<file path="src/bsub_pkg.sv">
`default_nettype none

package bsub_pkg;

    // Word format, 5 integer and 15 fraction bits by default
    localparam int DEFAULT_IWL = 5;
    localparam int DEFAULT_FWL = 15;

    // Frame length and minimum in_valid spacing
    localparam int FRAME_BEATS = 8;

    // Register stages in the reciprocal divider and the solver
    localparam int RECIP_LATENCY = 6;
    localparam int SOLVE_LATENCY = 7;

    // Capture beats named after the words present on the lanes
    typedef enum logic [3:0] {
        BEAT_R11        = 4'd0,
        BEAT_R12        = 4'd1,
        BEAT_R13_R22    = 4'd2,
        BEAT_R14_R23    = 4'd3,
        BEAT_Z1_R24_R33 = 4'd4,
        BEAT_Z2_R34     = 4'd5,
        BEAT_Z3_R44     = 4'd6,
        BEAT_Z4         = 4'd7,
        BEAT_IDLE       = 4'd8
    } beat_e;

endpackage

`default_nettype wire

</file>
<file path="src/tri_system_if.sv">
`timescale 1ns/1ps
`default_nettype none

interface tri_system_if #(
    parameter int WL = bsub_pkg::DEFAULT_IWL + bsub_pkg::DEFAULT_FWL
);

    // Reciprocals of r11 to r44
    logic signed [WL-1:0] diag_recip [4];

    // Off-diagonal words in row order r12 r13 r14 r23 r24 r34
    logic signed [WL-1:0] off_diag [6];

    logic signed [WL-1:0] z [4];

    // Single-cycle strobe qualifying every word above
    logic                 sys_valid;

    modport capture (output diag_recip, off_diag, z, sys_valid);
    modport solver (input diag_recip, off_diag, z, sys_valid);

endinterface

`default_nettype wire
</file>
<file path="src/recip_divider.sv">
`timescale 1ns/1ps
`default_nettype none

module recip_divider #(
    parameter int IWL = bsub_pkg::DEFAULT_IWL,
    parameter int FWL = bsub_pkg::DEFAULT_FWL
) (
    input  wire                       clk,
    input  wire                       rst_n,
    input  wire signed [IWL+FWL-1:0]  divisor_in,
    output logic signed [IWL+FWL-1:0] recip_out
);
    import bsub_pkg::*;

    localparam int WL    = IWL + FWL;
    localparam int QBITS = WL - 1;
    localparam int STEPS = RECIP_LATENCY + 1;
    localparam int BPS   = (QBITS + STEPS - 1) / STEPS;

    // Magnitudes at or below this give a reciprocal that does not fit
    localparam logic [WL-1:0] SAT_LIMIT = WL'(1) << (FWL - IWL + 1);
    // 2^(2*FWL) aligned to the top quotient bit
    localparam logic [WL-1:0] REM_INIT  = WL'(1) << (FWL - IWL + 2);
    localparam logic signed [WL-1:0] MAX_POS = {1'b0, {(WL-1){1'b1}}};
    localparam logic signed [WL-1:0] MIN_NEG = {1'b1, {(WL-1){1'b0}}};

    logic [WL-1:0]            mag;
    logic                     sign_in;
    logic                     sat_in;
    logic [WL-1:0]            rem_in [STEPS];
    logic [WL-1:0]            rem_c [STEPS];
    logic [WL-1:0]            dvs_in [STEPS];
    logic [QBITS-1:0]         quo_in [STEPS];
    logic [QBITS-1:0]         quo_c [STEPS];
    logic [WL-1:0]            rem_q [RECIP_LATENCY];
    logic [WL-1:0]            dvs_q [RECIP_LATENCY];
    logic [QBITS-1:0]         quo_q [RECIP_LATENCY];
    logic [RECIP_LATENCY-1:0] sign_q;
    logic [RECIP_LATENCY-1:0] sat_q;
    logic signed [WL-1:0]     quo_ext;

    assign sign_in = divisor_in[WL-1];
    assign mag     = sign_in ? -divisor_in : divisor_in;
    assign sat_in  = (mag <= SAT_LIMIT);

    // --------------------------------------------------
    // Restoring division, BPS quotient bits per step
    // --------------------------------------------------
    always_comb begin
        logic [WL-1:0]    rem;
        logic [QBITS-1:0] quo;
        rem_in[0] = REM_INIT;
        quo_in[0] = '0;
        dvs_in[0] = mag;
        for (int s = 1; s < STEPS; s++) begin
            rem_in[s] = rem_q[s-1];
            quo_in[s] = quo_q[s-1];
            dvs_in[s] = dvs_q[s-1];
        end
        for (int s = 0; s < STEPS; s++) begin
            rem = rem_in[s];
            quo = quo_in[s];
            for (int b = QBITS - 1; b >= 0; b--) begin
                if ((QBITS - 1 - b) / BPS == s) begin
                    if (rem >= dvs_in[s]) begin
                        rem    = rem - dvs_in[s];
                        quo[b] = 1'b1;
                    end
                    rem = rem << 1;
                end
            end
            rem_c[s] = rem;
            quo_c[s] = quo;
        end
    end

    always_ff @(posedge clk or negedge rst_n) begin
        if (!rst_n) begin
            rem_q  <= '{default: '0};
            quo_q  <= '{default: '0};
            dvs_q  <= '{default: '0};
            sign_q <= '0;
            sat_q  <= '0;
        end else begin
            for (int s = 0; s < RECIP_LATENCY; s++) begin
                rem_q[s] <= rem_c[s];
                quo_q[s] <= quo_c[s];
                dvs_q[s] <= dvs_in[s];
            end
            sign_q <= {sign_q[RECIP_LATENCY-2:0], sign_in};
            sat_q  <= {sat_q[RECIP_LATENCY-2:0], sat_in};
        end
    end

    // Sign restore and saturation on the last step
    assign quo_ext = {1'b0, quo_c[STEPS-1]};

    always_comb begin
        case ({sat_q[RECIP_LATENCY-1], sign_q[RECIP_LATENCY-1]})
            2'b00:   recip_out = quo_ext;
            2'b01:   recip_out = -quo_ext;
            2'b10:   recip_out = MAX_POS;
            default: recip_out = MIN_NEG;
        endcase
    end

endmodule

`default_nettype wire

</file>
<file path="src/row_capture.sv">
`timescale 1ns/1ps
`default_nettype none

module row_capture #(
    parameter int IWL = bsub_pkg::DEFAULT_IWL,
    parameter int FWL = bsub_pkg::DEFAULT_FWL
) (
    input  wire                      clk,
    input  wire                      rst_n,
    input  wire                      in_valid,
    input  wire signed [IWL+FWL-1:0] row1_data,
    input  wire signed [IWL+FWL-1:0] row2_data,
    input  wire signed [IWL+FWL-1:0] row3_data,
    input  wire signed [IWL+FWL-1:0] row4_data,
    tri_system_if.capture            sys
);
    import bsub_pkg::*;

    localparam int WL  = IWL + FWL;
    localparam int TAP = RECIP_LATENCY - 1;

    beat_e                beat_q;
    beat_e                beat_now;
    beat_e                beat_d;
    beat_e                beat_dly [RECIP_LATENCY];
    logic signed [WL-1:0] lane_in [4];
    logic signed [WL-1:0] lane_dly [RECIP_LATENCY][4];
    logic signed [WL-1:0] div_in;
    logic signed [WL-1:0] recip;
    logic signed [WL-1:0] recip_q [4];
    logic signed [WL-1:0] off_q [6];
    logic signed [WL-1:0] z_q [3];

    // --------------------------------------------------
    // Beat counter, beat 0 is the in_valid cycle itself
    // --------------------------------------------------
    always_ff @(posedge clk or negedge rst_n) begin
        if (!rst_n) begin
            beat_q <= BEAT_IDLE;
        end else if (in_valid) begin
            beat_q <= BEAT_R12;
        end else if (beat_q == BEAT_Z4 || beat_q == BEAT_IDLE) begin
            beat_q <= BEAT_IDLE;
        end else begin
            beat_q <= beat_e'(beat_q + 1'b1);
        end
    end

    assign beat_now = in_valid ? BEAT_R11 : beat_q;

    always_comb lane_in = '{row1_data, row2_data, row3_data, row4_data};

    // Diagonal entries go to the divider as they arrive
    always_comb begin
        case (beat_now)
            BEAT_R11:        div_in = lane_in[0];
            BEAT_R13_R22:    div_in = lane_in[1];
            BEAT_Z1_R24_R33: div_in = lane_in[2];
            BEAT_Z3_R44:     div_in = lane_in[3];
            default:         div_in = '0;
        endcase
    end

    recip_divider #(.IWL(IWL), .FWL(FWL)) u_recip (
        .clk        (clk),
        .rst_n      (rst_n),
        .divisor_in (div_in),
        .recip_out  (recip)
    );

    // Lanes and beat wait for the divider result
    always_ff @(posedge clk or negedge rst_n) begin
        if (!rst_n) begin
            beat_dly <= '{default: BEAT_IDLE};
            lane_dly <= '{default: '0};
        end else begin
            beat_dly[0] <= beat_now;
            lane_dly[0] <= lane_in;
            for (int i = 1; i < RECIP_LATENCY; i++) begin
                beat_dly[i] <= beat_dly[i-1];
                lane_dly[i] <= lane_dly[i-1];
            end
        end
    end

    assign beat_d = beat_dly[TAP];

    // --------------------------------------------------
    // System registers
    // --------------------------------------------------
    always_ff @(posedge clk or negedge rst_n) begin
        if (!rst_n) begin
            recip_q <= '{default: '0};
            off_q   <= '{default: '0};
            z_q     <= '{default: '0};
        end else begin
            case (beat_d)
                BEAT_R11:     recip_q[0] <= recip;
                BEAT_R12:     off_q[0] <= lane_dly[TAP][0];
                BEAT_R13_R22: begin
                    off_q[1]   <= lane_dly[TAP][0];
                    recip_q[1] <= recip;
                end
                BEAT_R14_R23: begin
                    off_q[2] <= lane_dly[TAP][0];
                    off_q[3] <= lane_dly[TAP][1];
                end
                BEAT_Z1_R24_R33: begin
                    z_q[0]     <= lane_dly[TAP][0];
                    off_q[4]   <= lane_dly[TAP][1];
                    recip_q[2] <= recip;
                end
                BEAT_Z2_R34: begin
                    z_q[1]   <= lane_dly[TAP][1];
                    off_q[5] <= lane_dly[TAP][2];
                end
                BEAT_Z3_R44: begin
                    z_q[2]     <= lane_dly[TAP][2];
                    recip_q[3] <= recip;
                end
                default: ;
            endcase
        end
    end

    assign sys.diag_recip = recip_q;
    assign sys.off_diag   = off_q;
    assign sys.z[0]       = z_q[0];
    assign sys.z[1]       = z_q[1];
    assign sys.z[2]       = z_q[2];
    // z4 comes straight off the delayed lane in the strobe cycle
    assign sys.z[3]       = lane_dly[TAP][3];
    assign sys.sys_valid  = (beat_d == BEAT_Z4);

endmodule

`default_nettype wire

</file>
<file path="src/flat_wrapper.sv">
// flat-port wrapper written by rule: the top's interface ports become plain ports
module row_capture_flat import bsub_pkg::*;
#(
    parameter int IWL = bsub_pkg::DEFAULT_IWL,
    parameter int FWL = bsub_pkg::DEFAULT_FWL
)
  (clk, rst_n, in_valid, row1_data, row2_data, row3_data, row4_data, sys_diag_recip, sys_off_diag, sys_z, sys_sys_valid);
  tri_system_if sys_i ();
  input  wire clk;
  input  wire rst_n;
  input  wire in_valid;
  input  wire signed [IWL+FWL-1:0] row1_data;
  input  wire signed [IWL+FWL-1:0] row2_data;
  input  wire signed [IWL+FWL-1:0] row3_data;
  input  wire signed [IWL+FWL-1:0] row4_data;
  output wire logic [$bits(sys_i.diag_recip)-1:0] sys_diag_recip;
  output wire logic [$bits(sys_i.off_diag)-1:0] sys_off_diag;
  output wire logic [$bits(sys_i.z)-1:0] sys_z;
  output wire logic [$bits(sys_i.sys_valid)-1:0] sys_sys_valid;
  assign sys_diag_recip = {>>{sys_i.diag_recip}};
  assign sys_off_diag = {>>{sys_i.off_diag}};
  assign sys_z = {>>{sys_i.z}};
  assign sys_sys_valid = sys_i.sys_valid;
  row_capture #(.IWL(IWL), .FWL(FWL)) u_core (.clk(clk), .rst_n(rst_n), .in_valid(in_valid), .row1_data(row1_data), .row2_data(row2_data), .row3_data(row3_data), .row4_data(row4_data), .sys(sys_i));
endmodule
</file>
<file path="config.mk">
export PLATFORM = sky130hd
export DESIGN_NAME = row_capture_flat
export DESIGN_NICKNAME = d
export VERILOG_FILES = /design/src/bsub_pkg.sv /design/src/tri_system_if.sv /design/src/recip_divider.sv /design/src/row_capture.sv /design/src/flat_wrapper.sv
export SDC_FILE = /design/constraint.sdc
export NUM_CORES = 2
export LEC_CHECK = 0
export BUFFER_PORTS_ARGS = -buffer_cell sky130_fd_sc_hd__buf_2
export CAP_MARGIN = 20
export CORE_MARGIN = 4
export CORE_UTILIZATION = 35
export DETAILED_ROUTE_END_ITERATION = 8
export SYNTH_ARGS = -nofsm -noshare
export SYNTH_HDL_FRONTEND = slang
export SYNTH_HIERARCHICAL = 1
export SYNTH_SLANG_ARGS = --single-unit
</file>
<file path="constraint.sdc">
create_clock -name clk -period 7.9 [get_ports clk]
set_input_delay 1.185 -clock clk [delete_from_list [all_inputs] [get_ports clk]]
set_output_delay 1.185 -clock clk [all_outputs]
set_load 0.01 [all_outputs]
</file>
==> results.cfg <==
[run_status]
status = completed

[floorplan]
fp.dieArea_um2 = 153000
die_h_um = 391
io_pins = 364
die_w_um = 391
initial_core_util_pct = 35.2
rows = 140
core_um2 = 146000

[timing]
finalCriticalPeriod_ns = 7.65
worstMarginPinSlew_ns = 1.03
final.period_utilization_pct = 96.8
hold_viol_final = 0
rsz0062_at_grt = true
fin_setup_tns_ns = 0
slew_headroom_pct = 31.5
max_clock_freq_mhz = 131
hold_slack_ns = 0.309
drv_slew = 0
worst_slack_ns = 0.254
finClkSkew_ns = 0.0717
setup_violations = 0

[final_layout]
seqCellArea_um2 = 27000
drive_gt1_share_pct = 32.9
final_cell_mix = dfrtp_1 (1069), buf_4 (628), mux2_2 (425)
syn_to_final_growth_pct = 26.2
fill_cells = 13400
multi_input_area_um2 = 23700
design_area_um2 = 64800
fin_nets = 5835
layout_commonest_cell = dfrtp_1

[grt]
grt_max_degree = 177
globalRouteOverflowTotal = 0
grt_pass1_wl_um = 215000
grt_util_all_layers_pct = 17.9
antenna_found_initial = 25
grt_pass1_vias = 37300

[synthesis]
ys.flop_type = dfrtp_1
ys_warn_count = 6
synth-xor-area-share_pct = 4.86
synth_edf_count = 0
ys_types = 93
synth_top_family_by_area = compound AO/OA/AOI/OAI gates
syn_inst = 4388
postSynthAreaPerCell_um2 = 11.7
synth_fa_ha_area_share_pct = 8.77
ys_seq_area_share_pct = 52.5
muxShareOfSynthArea_pct = 10.5
synth_compound_area_share_pct = 12.0
yosys.area_share.simple_pct = 8.47
netlist_area_um2 = 51300
ys_async_sr_fraction_pct = 100
synth_seq_cells = 1077

[clocking]
numCtsBuffers = 109
clkSlewWorstSetupHoldPaths_ns = 0.06
cts_root_buf = clkbuf_16
cts.sinks = 1077
clk_latency_ns = 0.75
clk_path_buf_depth = 3
hold_buffers = 0
cts_tree = done
htree_levels = 3

[worst_setup_path]
cp.required_ns = 8.49
crit_top_cell = buf_4
crit_path_end_kind = flip-flop
worstPathArrival_ns = 8.24
slowest_stage = or4b_2
cp_slowest_stage_delay_ns = 0.71
worstSetupPathType = input port to flip-flop
cp_max_fo = 10
cp-start-kind = input port

[detailed_routing]
drt-pass1-iter-count = 5
wire_per_inst_um = 18.7
postRouteAntennaNets = 0
vias = 36700
drc = 0
routed_via_density = 4.95
dr.first_iter.drc_count = 2088
wl_um = 139000

[worst_hold_path]
hp-class = flip-flop to flip-flop

[place]
gp_congestion = 0.943
pre_cts_ws_ns = -0.797
dpl-instance-area_um2 = 60300
port_buffers = 363
hpwlAfterDp_um = 108000

[flow_run]
cap_violations = 0
[metrics by stage]
| stage | std cells | util, % |
|---|---|---|
| 4_1_cts | 7384 | 44.0 |
| 5_1_grt | 7413 | 44.5 |
| 3_3_place_gp | 7180 | 41.3 |
| 3_5_place_dp | 7180 | 41.3 |
| 6_report | 7415 | 44.5 |
| 2_1_floorplan | 4390 | - |
[final timing paths]
| path | start | end | slack (ns) | depth (start not counted) |
|---|---|---|---|---|
| worst min register to register | u_core/lane_dly[175]$_DFF_PN0_ | u_core/lane_dly[95]$_DFF_PN0_ | 0.31 | 0 |
| worst max register to register | u_core/beat_q[1]$_DFF_PN0_ | u_core/u_recip/rem_in[114]$_DFF_PN0_ | 0.28 | 35 |
| min in group asynchronous | rst_n | u_core/lane_dly[177]$_DFF_PN0_ | 0.46 | 1 |
| max in group asynchronous | rst_n | u_core/u_recip/dvs_in[5]$_DFF_PN0_ | 5.42 | 3 |
| worst max-delay path | in_valid | u_core/u_recip/rem_in[114]$_DFF_PN0_ | 0.25 | 35 |
| worst min-delay path | u_core/lane_dly[175]$_DFF_PN0_ | u_core/lane_dly[95]$_DFF_PN0_ | 0.31 | 0 |
[what timing repair did]
| item | CTS | global route |
|---|---|---|
| buffers inserted | 0 | 17 |
| endpoints found under the setup margin | 37 | 92 |
| resized for setup | 12 | 90 |
| pin swaps | 0 | 38 |
| cloned | 1 | 1 |
[worst max-delay path: cells and delay by family]
family | cells | cell delay [ns]
simple gates | 9 | 1.85
compound gates | 13 | 2.82
buf+inv | 8 | 1.14
mux | 3 | 0.71
fa+ha+maj | 2 | 0.50
[cell usage after synthesis (11+ instances only)]
cell type  number  area share, %
a211oi_1       38           0.56
nand4_1        31           0.38
nand2b_1       41           0.50
a221o_1        24           0.47
and3_1         28           0.34
nor2b_1        51           0.62
a2111oi_0      11           0.19
clkbuf_1       64           0.47
o21ai_0       168            1.6
ha_1          352            8.6
a31oi_1        40           0.49
o21a_1         68           0.99
xnor2_1       174            3.0
nor3_1         73           0.71
o22ai_1        14           0.17
mux2_1         13           0.29
xor2_1        111            1.9
or3_1          17           0.21
inv_1         224            1.6
dfrtp_1      1070             52
o2111ai_1      12           0.20
buf_4          22           0.32
a31o_2         19           0.32
nand2_1       206            1.5
buf_2          31           0.30
mux2i_1        47           0.92
nor4_1         13           0.16
or2_2          25           0.30
o21bai_1       28           0.41
nand3_1        55           0.54
o211ai_1       23           0.34
and2_1         23           0.28
o31a_1         13           0.22
nor2_1        297            2.2
o31ai_1        30           0.44
a21oi_1       246            2.4
mux2_2        426            9.3
a21o_1         98            1.4
[state kept, by name, indices dropped and copies added, names as in the netlist]
name and flops:
u_core/beat_d 4, u_core/beat_dly 20, u_core/beat_q 4, u_core/lane_dly 460, u_core/sys.diag_recip 80, u_core/sys.off_diag 120, u_core/sys.z 80, u_core/u_recip/dvs_in 120
u_core/u_recip/quo_c 63, u_core/u_recip/rem_in 114, u_core/u_recip/sat_q 6, u_core/u_recip/sign_q 6
[metal layers]
metal,GRT usage [%],up-vias,share of wire (%)
met5,0,-,0.0094
met4,5.49,2,2.8
met3,2.48,205,4.1
met2,30.4,730,48
met1,23.7,18100,45
li1,-,17600,-
[area by class of cell]
class	instances	share of cell area [%]
flip-flops and latches	1077	41.6
clock buffers	150	4.76
repair buffers	1017	10.8
diodes	11	0.0425
multi-input cells	2964	36.6
well taps	1917	3.70
inverters	226	1.33
clock inverters	53	1.09
[kinds of logic (layout without fill, tap and decap cells)]
| group | after synthesis | in the layout |
|---|---|---|
| muxes | 486 | 486 |
| xor gates and xnor gates | 285 | 285 |
| adders and majority gates | 357 | 357 |
| other | 1 | 14 |
| DFF | 1077 | 1077 |
| AOI/OAI and AO/OA | 927 | 927 |
| buffers and inverters | 350 | 1446 |
| and+or+nand+nor | 905 | 906 |
Power is left out: the tool's default activity adds up to more than one toggle a clock period on the data nets, which glitch-free logic cannot reach.
